===== src/rtl/xt_periph_pkg.sv =====
// XT peripheral glue package
// Bus widths, port base addresses, EMS write rule constants and
// the packed structs shared by the decoder, mapper and read mux

package xt_periph_pkg;

    // Bus and register widths
    typedef logic [19:0] addr_t;
    typedef logic [15:0] port_t;
    typedef logic [7:0]  data_t;
    typedef logic [6:0]  ems_page_t;
    typedef logic [1:0]  ems_slot_t;

    localparam int EMS_SLOTS = 4;

    // Default I/O bases
    localparam port_t DEFAULT_EMS_PORT = 16'h0260;
    localparam port_t DEFAULT_LPT_PORT = 16'h0378;

    // EMS page register write rule
    localparam data_t EMS_DISABLE_CODE = 8'hFF;
    localparam data_t EMS_MAP_LIMIT    = 8'h80;

    // CPU bus as seen by the glue, 31 bits
    typedef struct packed {
        addr_t address;
        data_t data;
        logic  io_read_n;
        logic  io_write_n;
        logic  address_enable_n;
    } cpu_bus_t;

    // Decoded selects, active high
    typedef struct packed {
        logic dma;
        logic pic;
        logic pit;
        logic ppi;
        logic dma_page;
        logic ems;
        logic lpt;
    } io_sel_t;

endpackage


===== src/rtl/io_decoder.sv =====
// I/O port decoder
// Turns CPU I/O cycles into active-high selects and the
// active-low chip selects of the external legacy chips

`timescale 1ns/10ps

module io_decoder #(
    parameter xt_periph_pkg::port_t EMS_PORT = xt_periph_pkg::DEFAULT_EMS_PORT,
    parameter xt_periph_pkg::port_t LPT_PORT = xt_periph_pkg::DEFAULT_LPT_PORT
) (
    input  xt_periph_pkg::cpu_bus_t bus_i,
    input  logic                    ems_enabled_i,
    output xt_periph_pkg::io_sel_t  sel_o,
    output logic                    dma_cs_n_o,
    output logic                    pic_cs_n_o,
    output logic                    pit_cs_n_o,
    output logic                    ppi_cs_n_o,
    output logic                    dma_page_cs_n_o
);
    import xt_periph_pkg::*;

    port_t port;
    logic  io_cycle;
    logic  legacy_block;

    assign port         = bus_i.address[15:0];
    assign io_cycle     = (~bus_i.io_read_n | ~bus_i.io_write_n) & ~bus_i.address_enable_n;
    assign legacy_block = io_cycle & (port[9:8] == 2'b00);

    always_comb begin
        sel_o = '0;

        // 32-port blocks in the first 256 ports
        if (legacy_block) begin
            case (port[7:5])
                3'd0:    sel_o.dma      = 1'b1;
                3'd1:    sel_o.pic      = 1'b1;
                3'd2:    sel_o.pit      = 1'b1;
                3'd3:    sel_o.ppi      = 1'b1;
                3'd4:    sel_o.dma_page = 1'b1;
                default: ;
            endcase
        end

        // Four page registers
        sel_o.ems = io_cycle & ems_enabled_i & (port[15:2] == EMS_PORT[15:2]);

        // Eight ports, only the data latch answers
        sel_o.lpt = io_cycle & (port[15:3] == LPT_PORT[15:3]);
    end

    assign dma_cs_n_o      = ~sel_o.dma;
    assign pic_cs_n_o      = ~sel_o.pic;
    assign pit_cs_n_o      = ~sel_o.pit;
    assign ppi_cs_n_o      = ~sel_o.ppi;
    assign dma_page_cs_n_o = ~sel_o.dma_page;

endmodule


===== src/rtl/ems_mapper.sv =====
// EMS page mapper
// Four page registers with a one-stage write pipeline, the memory
// window hit compare and the read value of the addressed slot

`timescale 1ns/10ps

module ems_mapper (
    input  logic                                 clock,
    input  logic                                 reset,
    input  xt_periph_pkg::cpu_bus_t              bus_i,
    input  xt_periph_pkg::io_sel_t               sel_i,
    input  logic [1:0]                           window_sel_i,
    output logic [xt_periph_pkg::EMS_SLOTS-1:0]  window_hit_o,
    output xt_periph_pkg::data_t                 read_data_o
);
    import xt_periph_pkg::*;

    ems_page_t             slot_page [EMS_SLOTS];
    logic [EMS_SLOTS-1:0]  slot_enable;

    // Write pipeline stage
    ems_slot_t  wr_slot;
    logic       wr_enable;
    ems_page_t  wr_page;
    logic       wr_slot_enable;

    ems_slot_t  bus_slot;
    logic       io_cycle;
    logic       write_disable;
    logic       write_map;
    logic [3:0] window_base;

    assign bus_slot      = bus_i.address[1:0];
    assign io_cycle      = (~bus_i.io_read_n | ~bus_i.io_write_n) & ~bus_i.address_enable_n;
    assign write_disable = (bus_i.data == EMS_DISABLE_CODE);
    assign write_map     = (bus_i.data < EMS_MAP_LIMIT);

    // Other codes leave the slot alone, so no write is issued
    always_ff @(posedge clock, posedge reset) begin
        if (reset) begin
            wr_slot        <= '0;
            wr_enable      <= 1'b0;
            wr_page        <= '0;
            wr_slot_enable <= 1'b0;
        end else begin
            wr_slot        <= bus_slot;
            wr_enable      <= sel_i.ems & ~bus_i.io_write_n & (write_disable | write_map);
            wr_page        <= write_disable ? 7'h7F : bus_i.data[6:0];
            wr_slot_enable <= ~write_disable;
        end
    end

    always_ff @(posedge clock, posedge reset) begin
        if (reset) begin
            for (int i = 0; i < EMS_SLOTS; i++) begin
                slot_page[i] <= '0;
            end
            slot_enable <= '0;
        end else if (wr_enable) begin
            slot_page[wr_slot]   <= wr_page;
            slot_enable[wr_slot] <= wr_slot_enable;
        end
    end

    // Window at A0000h, C0000h or D0000h
    always_comb begin
        case (window_sel_i)
            2'd0:    window_base = 4'hA;
            2'd1:    window_base = 4'hC;
            default: window_base = 4'hD;
        endcase
    end

    always_comb begin
        for (int i = 0; i < EMS_SLOTS; i++) begin
            window_hit_o[i] = ~io_cycle & slot_enable[i]
                & (bus_i.address[19:14] == {window_base, ems_slot_t'(i)});
        end
    end

    assign read_data_o = slot_enable[bus_slot] ? {1'b0, slot_page[bus_slot]} : EMS_DISABLE_CODE;

endmodule


===== src/rtl/bus_read_mux.sv =====
// CPU read-back multiplexer
// Holds the parallel port data latch and registers the
// prioritized read byte and chipset flag onto the CPU bus

`timescale 1ns/10ps

module bus_read_mux (
    input  logic                    clock,
    input  logic                    reset,
    input  xt_periph_pkg::cpu_bus_t bus_i,
    input  xt_periph_pkg::io_sel_t  sel_i,
    input  logic                    interrupt_acknowledge_n_i,
    input  xt_periph_pkg::data_t    pic_data_i,
    input  xt_periph_pkg::data_t    pit_data_i,
    input  xt_periph_pkg::data_t    ppi_data_i,
    input  xt_periph_pkg::data_t    ems_data_i,
    output xt_periph_pkg::data_t    data_bus_out_o,
    output logic                    data_bus_out_from_chipset_o
);
    import xt_periph_pkg::*;

    data_t lpt_data;
    data_t read_next;
    logic  chipset_next;
    logic  io_read;

    assign io_read = ~bus_i.io_read_n;

    // Parallel port data latch, idles high
    always_ff @(posedge clock, posedge reset) begin
        if (reset) begin
            lpt_data <= 8'hFF;
        end else if (sel_i.lpt & ~bus_i.io_write_n) begin
            lpt_data <= bus_i.data;
        end
    end

    // Fixed priority, interrupt vector first
    always_comb begin
        chipset_next = 1'b1;
        if (~interrupt_acknowledge_n_i) begin
            read_next = pic_data_i;
        end else if (sel_i.pic & io_read) begin
            read_next = pic_data_i;
        end else if (sel_i.pit & io_read) begin
            read_next = pit_data_i;
        end else if (sel_i.ppi & io_read) begin
            read_next = ppi_data_i;
        end else if (sel_i.ems & io_read) begin
            read_next = ems_data_i;
        end else if (sel_i.lpt & io_read) begin
            read_next = lpt_data;
        end else begin
            chipset_next = 1'b0;
            read_next    = '0;
        end
    end

    always_ff @(posedge clock, posedge reset) begin
        if (reset) begin
            data_bus_out_o              <= '0;
            data_bus_out_from_chipset_o <= 1'b0;
        end else begin
            data_bus_out_o              <= read_next;
            data_bus_out_from_chipset_o <= chipset_next;
        end
    end

endmodule


===== src/rtl/xt_periph_top.sv =====
// XT peripheral I/O glue, top level
// Packs the CPU bus and connects the port decoder, the EMS
// page mapper and the read-back multiplexer

`timescale 1ns/10ps

module xt_periph_top #(
    parameter xt_periph_pkg::port_t EMS_PORT = xt_periph_pkg::DEFAULT_EMS_PORT,
    parameter xt_periph_pkg::port_t LPT_PORT = xt_periph_pkg::DEFAULT_LPT_PORT
) (
    input  logic                                clock,
    input  logic                                reset,
    input  xt_periph_pkg::addr_t                address_i,
    input  xt_periph_pkg::data_t                data_i,
    input  logic                                io_read_n_i,
    input  logic                                io_write_n_i,
    input  logic                                address_enable_n_i,
    input  logic                                interrupt_acknowledge_n_i,
    input  logic                                ems_enabled_i,
    input  logic [1:0]                          ems_window_i,
    input  xt_periph_pkg::data_t                pic_data_i,
    input  xt_periph_pkg::data_t                pit_data_i,
    input  xt_periph_pkg::data_t                ppi_data_i,
    output logic                                dma_cs_n_o,
    output logic                                pic_cs_n_o,
    output logic                                pit_cs_n_o,
    output logic                                ppi_cs_n_o,
    output logic                                dma_page_cs_n_o,
    output logic [xt_periph_pkg::EMS_SLOTS-1:0] ems_hit_o,
    output xt_periph_pkg::data_t                data_bus_out_o,
    output logic                                data_bus_out_from_chipset_o
);
    import xt_periph_pkg::*;

    cpu_bus_t bus;
    io_sel_t  sel;
    data_t    ems_data;

    assign bus.address          = address_i;
    assign bus.data             = data_i;
    assign bus.io_read_n        = io_read_n_i;
    assign bus.io_write_n       = io_write_n_i;
    assign bus.address_enable_n = address_enable_n_i;

    io_decoder #(
        .EMS_PORT (EMS_PORT),
        .LPT_PORT (LPT_PORT)
    ) u_io_decoder (
        .bus_i           (bus),
        .ems_enabled_i   (ems_enabled_i),
        .sel_o           (sel),
        .dma_cs_n_o      (dma_cs_n_o),
        .pic_cs_n_o      (pic_cs_n_o),
        .pit_cs_n_o      (pit_cs_n_o),
        .ppi_cs_n_o      (ppi_cs_n_o),
        .dma_page_cs_n_o (dma_page_cs_n_o)
    );

    ems_mapper u_ems_mapper (
        .clock        (clock),
        .reset        (reset),
        .bus_i        (bus),
        .sel_i        (sel),
        .window_sel_i (ems_window_i),
        .window_hit_o (ems_hit_o),
        .read_data_o  (ems_data)
    );

    bus_read_mux u_bus_read_mux (
        .clock                       (clock),
        .reset                       (reset),
        .bus_i                       (bus),
        .sel_i                       (sel),
        .interrupt_acknowledge_n_i   (interrupt_acknowledge_n_i),
        .pic_data_i                  (pic_data_i),
        .pit_data_i                  (pit_data_i),
        .ppi_data_i                  (ppi_data_i),
        .ems_data_i                  (ems_data),
        .data_bus_out_o              (data_bus_out_o),
        .data_bus_out_from_chipset_o (data_bus_out_from_chipset_o)
    );

endmodule


===== config.mk =====
export PLATFORM = sky130hd
export DESIGN_NAME = xt_periph_top
export DESIGN_NICKNAME = d
export VERILOG_FILES = /design/src/rtl/xt_periph_pkg.sv /design/src/rtl/io_decoder.sv /design/src/rtl/ems_mapper.sv /design/src/rtl/bus_read_mux.sv /design/src/rtl/xt_periph_top.sv
export SDC_FILE = /design/constraint.sdc
export NUM_CORES = 1
export LEC_CHECK = 0
export BUFFER_PORTS_ARGS = -buffer_cell sky130_fd_sc_hd__buf_2
export CAP_MARGIN = 20
export CELL_PAD_IN_SITES_DETAIL_PLACEMENT = 0
export CELL_PAD_IN_SITES_GLOBAL_PLACEMENT = 2
export CORE_MARGIN = 5
export CORE_UTILIZATION = 34
export DETAILED_ROUTE_END_ITERATION = 8
export MAX_ROUTING_LAYER = met4
export PLACE_DENSITY_LB_ADDON = 0.3
export SETUP_SLACK_MARGIN = 0.02
export SLEW_MARGIN = 20
export SYNTH_ARGS = -nofsm -noshare
export SYNTH_HDL_FRONTEND = slang
export SYNTH_SLANG_ARGS = --single-unit

===== constraint.sdc =====
create_clock -name clock -period 1.8 [get_ports clock]
set_clock_uncertainty 0.05 [all_clocks]
set_input_delay 0.09 -clock clock [delete_from_list [all_inputs] [get_ports clock]]
set_output_delay 0.09 -clock clock [all_outputs]
set_load 0.05 [all_outputs]

Word-level counts from Yosys, hierarchy flattened

Index checks and enable logic that the tools add are counted.

Flip-flop bits (word level): 60
Bits of input ports: 61
Output and inout bits: 18
Word-level logic and storage cells: 103

Bitwise operators: 35
Reduce and logical (&&, ||, !) cells: 5
Equal/unequal tests: 12
$lt $le $gt $ge: 7
Multiplexer cells: 32

Operators with widths:

| operator                                                                     | count |
|---|---|
| 8-bit 2-to-1 mux                                                             | 7 |
| 28-bit bitwise mux                                                           | 1 |
| 7-bit 2-to-1 mux                                                             | 4 |
| 6-bit == test                                                                | 4 |
| 1-bit bitwise AND                                                            | 21 |
| 7-bit binary-select mux with 2-bit select                                    | 1 |
| 7-bit demux with 2-bit select                                                | 1 |
| 14-bit by 8-bit == test with 1-bit output, second input constant             | 1 |
| 13-bit by 7-bit == test with 1-bit output, second input constant             | 1 |
| 1-bit 2-to-1 mux                                                             | 13 |
| 1-bit inverter                                                               | 10 |
| 8-bit == test, second input constant                                         | 1 |
| 8-bit less-than comparator, second input constant                            | 1 |
| 3-bit by 2-bit == test with 1-bit output, second input constant              | 2 |
| 3-bit >= comparator, second input constant                                   | 2 |
| 2-bit by 3-bit less-than comparator with 1-bit output, second input constant | 2 |
| 2-bit inverter with 3-bit output                                             | 2 |
| 3-bit one-hot mux with 2 select lines                                        | 1 |
| 5-bit 2-to-1 mux                                                             | 1 |
| 4-bit bitwise mux                                                            | 1 |
| 2-bit logical NOT                                                            | 2 |
| 3-bit by 1-bit == test with 1-bit output, second input constant              | 1 |
| 3-bit == test, second input constant                                         | 1 |
| 3-bit logical NOT                                                            | 1 |
| 7 further kinds                                                              | 9 |

Depth between registers and ports, before layout

Depth after elaboration: 11
Mapped depth: 6
Depth with buffers taken out: 5

Modules after synthesis

A second synthesis with hierarchy kept.

Cells, all modules: 230
Area, all modules: 3040.4 sq um

By module, submodules not included:

| module       | cells an instance | instances | area an instance (sq um) | sequential area each (sq um) |
|---|---|---|---|---|
| ems_mapper   | 126               | 1         | 1899.3                   | 1076.0 |
| bus_read_mux | 81                | 1         | 969.7                    | 435.4 |
| io_decoder   | 23                | 1         | 171.4                    | 0.0 |

Least setup slack after synthesis

OpenSTA, ideal clock, no wires.

Kind: input -> output
From: in io_read_n_i
To: out dma_page_cs_n_o
Required time: 1.660 ns
Slack: 0.245 ns
Path buffers: 1
Stages: 3
Arrival time: 1.415 ns
Cells stage by stage: buf_6 a2111o_1 or4b_2

Cells in the longest elaborated chain, start to end: 6

Ends and longest elaborated chain:

| element           | line                | text |
|---|---|---|
| from (decl)       | xt_periph_top.sv:15 | `input logic io_read_n_i,` |
| 1-bit inverter    | io_decoder.sv:27    | `assign io_cycle = (~bus_i.io_read_n \| ~bus_i.io_write_n) & ~bus_i.address_enable_n;` |
| 1-bit bitwise OR  | io_decoder.sv:27    |  |
| 1-bit bitwise AND | io_decoder.sv:27    |  |
| 1-bit bitwise AND | io_decoder.sv:28    | `assign legacy_block = io_cycle & (port[9:8] == 2'b00);` |
| 5-bit 2-to-1 mux  | io_decoder.sv:34    | `if (legacy_block) begin` |
| 1-bit inverter    | io_decoder.sv:56    | `assign dma_page_cs_n_o = ~sel_o.dma_page;` |
| to (decl)         | xt_periph_top.sv:28 | `output logic dma_page_cs_n_o,` |

Every way passes these cells.

Worst setup path after layout

From: in io_write_n_i
To: out dma_page_cs_n_o

Cells in the longest elaborated chain, start to end: 6

Ends and longest elaborated chain:

| element           | line                | text |
|---|---|---|
| from (decl)       | xt_periph_top.sv:16 | `input logic io_write_n_i,` |
| 1-bit inverter    | io_decoder.sv:27    |  |
| 1-bit bitwise OR  | io_decoder.sv:27    |  |
| 1-bit bitwise AND | io_decoder.sv:27    |  |
| 1-bit bitwise AND | io_decoder.sv:28    |  |
| 5-bit 2-to-1 mux  | io_decoder.sv:34    |  |
| 1-bit inverter    | io_decoder.sv:56    |  |

Every way passes these cells.

==> flow_metrics.tcl <==
set metrics [dict create \
    outcome "finished, final reports clean" \
    ys_types 45 \
    synth-main-ff-cell "dfrtp_1" \
    grt_start_max_net_pins 61 \
    ys.warnings.count 0 \
    dieArea_um2 10100 \
    grt_setup_unrepaired "no" \
    avgSynthCellArea_um2 13.5 \
    core_area_um2 8130 \
    dp.final_hpwl_um 5280 \
    synth_area_leaders "dfrtp_1, mux2_2, dfstp_2" \
    slew_violations 0 \
    cts_sinks 60 \
    worstSetupEndpointType "output pin" \
    dp_cells 391 \
    ioPinCount 79 \
    syn_nets 268 \
    synth_top_area_share_pct 46.5 \
    first_pass_iters 4 \
    netlist_area_um2 2800 \
    clk_pin_slew_ns 0.06 \
    fmax_ghz 0.595 \
    via_per_inst 5.04 \
    die-width_um 101 \
    overflow 0 \
    post-cts-setup-buffer-count 0 \
    fin_tns_setup_ns 0 \
    period_share_pct 93.3 \
    final_common_cell "buf_2" \
    cp-start-kind "primary input" \
    cts_tree "yes" \
    drive_above_1_share_pct 54.7 \
    yosysTopAreaCell "dfrtp_1" \
    root_buffer "clkbuf_8" \
    worstPathRequired_ns 1.66 \
    numPortBuffers 78 \
    nNetsFinal 378 \
    ir_drop_v 0.000423 \
    wl_per_cell_um 16.7 \
    dpl-instance-area_um2 3380 \
    drtAntennaViolNets 0 \
    synth_edf_count 0 \
    finalPower_mw 2.97 \
    hold_class "in2reg" \
    fin_util_pct 46.7 \
    routabilityCongestion 0.690 \
    initialDrtViolationCount 74 \
    arrival_ns 1.54 \
    instances_no_fill 427 \
    cts_made_buffers 9 \
    syn_inst 207 \
    die_h_um 101 \
    tightest_slew_ns 0.746 \
    drv_cap 0 \
    initial_core_util_pct 34.4 \
    diodes 0 \
    grt_util_all_layers_pct 15.0 \
    p_leak_nw 1.77 \
    cts.path.max_buffers 2 \
    slew_headroom_pct 50.0 \
    drc_errors 0 \
    rows 33 \
    clk_latency_ns 0.33 \
    setup_violations 0 \
    grt_antenna_before_repair 0 \
    register_area_um2 1510 \
    area_delta_synth_final_pct 35.7 \
    vias 2152 \
    crit_path_max_fanout 5 \
    seq_area_frac_synth_pct 54.0 \
    grt_pass1_vias 2268 \
    fin_crit_ns 1.68 \
    hold_violations 0 \
    synth-seq-cells 60 \
    final_cell_mix "buf_2, dfrtp_1, mux2_2, dlygate4sd3_1, clkbuf_8" \
    synthArstFlopShare_pct 100 \
    grt_pass1_wl_um 11300 \
    fillers 753 \
    multi_input_area_um2 1220 \
    h-tree-depth 3 \
    crit_type "in2out" \
    power.density_nw_per_um2 781 \
    totalWireLength_um 7140 \
    design_area_um2 3800 \
]
==> stage by stage <==
step / setup WS [ns] / hold WS [ns]
6_report: 0.120 / 0.000654
5_1_grt: 0.0247 / 0.00300
4_1_cts: 0.105 / 0.000854
3_5_place_dp: 0.104 / 0.128
3_3_place_gp: 0.120 / 0.125
2_1_floorplan: 0.189 / 0.0714
==> area by class of cell <==
cell class | count | share of cell area, %
flip-flops and latches | 60 | 39.8
multi-input cells | 133 | 32.3
repair buffers | 110 | 18.6
clock buffers | 13 | 4.45
well taps | 105 | 3.46
clock inverters | 3 | 1.15
inverters | 3 | 0.297
==> logic make-up after synthesis <==
logic type	Yosys count	synth area share [%]
compound gates	42	10.2
xor+xnor	1	0.313
buf+inv	14	2.19
flops	60	54.0
mux	49	22.5
simple gates	41	10.8
==> layer usage <==
layer | global-route usage, % | wire length (µm) | up-vias
met4 | 5.60 | 81 | 0
met3 | 2.98 | 383 | 8
met2 | 23.8 | 3440 | 55
li1 | - | - | 1023
met1 | 19.0 | 3230 | 1066
met5 | - | 0 | -
==> flip-flops by register name (all words and copies together) (netlist names) <==
register,flops
u_ems_mapper.wr_slot,2
u_ems_mapper.slot_page,28
u_ems_mapper.wr_enable,1
u_bus_read_mux.data_bus_out_from_chipset_o,1
u_ems_mapper.wr_page,7
u_ems_mapper.slot_enable,4
u_ems_mapper.wr_slot_enable,1
u_bus_read_mux.lpt_data,8
u_bus_read_mux.data_bus_out_o,8
==> final timing paths <==
kind                                             start                                to  slack, ns  cells past startpoint
setup / recovery                          io_write_n_i                   dma_page_cs_n_o       0.12                      4
hold / removal                            address_i[0]           u_ems_mapper.wr_slot[0]     0.0007                      1
setup reg to reg           u_ems_mapper.slot_enable[0]  u_bus_read_mux.data_bus_out_o[3]       0.39                      5
hold reg to reg             u_ems_mapper.slot_page[12]        u_ems_mapper.slot_page[12]       0.45                      1
max in group asynchronous                        reset        u_bus_read_mux.lpt_data[2]       1.07                      4
min in group asynchronous                        reset           u_ems_mapper.wr_slot[0]       0.31                      4
==> repair_timing <==
item | CTS | global route
gates resized for setup | 0 | 0
hold buffers | 20 | 0
endpoints found under the hold margin | 73 | 0
==> synthesized netlist by cell type, types with 2 or more instances <==
cell,count
dfrtp_1,52
mux2_2,41
a21oi_1,11
clkbuf_1,9
dfstp_2,8
o22ai_1,8
a221oi_1,7
mux4_2,7
o21ai_0,7
nand2_1,5
nand3b_1,4
and4b_1,3
inv_1,3
nor3b_1,3
or2_2,3
a31oi_1,2
nand3_1,2
nand4_1,2
nor2_2,2
nor3b_2,2
or4b_2,2
==> critical path, cell delays in order <==
cell	delay (ns)
buf_2	0.13
a2111o_1	0.45
or4b_2	0.63
buf_2	0.23
==> power breakdown <==
part	total (mW)	switching [mW]	internal (mW)	leakage, nW
Sequential	1.39	0.0144	1.37	0.767
Combinational	0.311	0.178	0.133	0.895
Clock	1.27	0.514	0.754	0.110
Power figures use the tool's default switching activity.
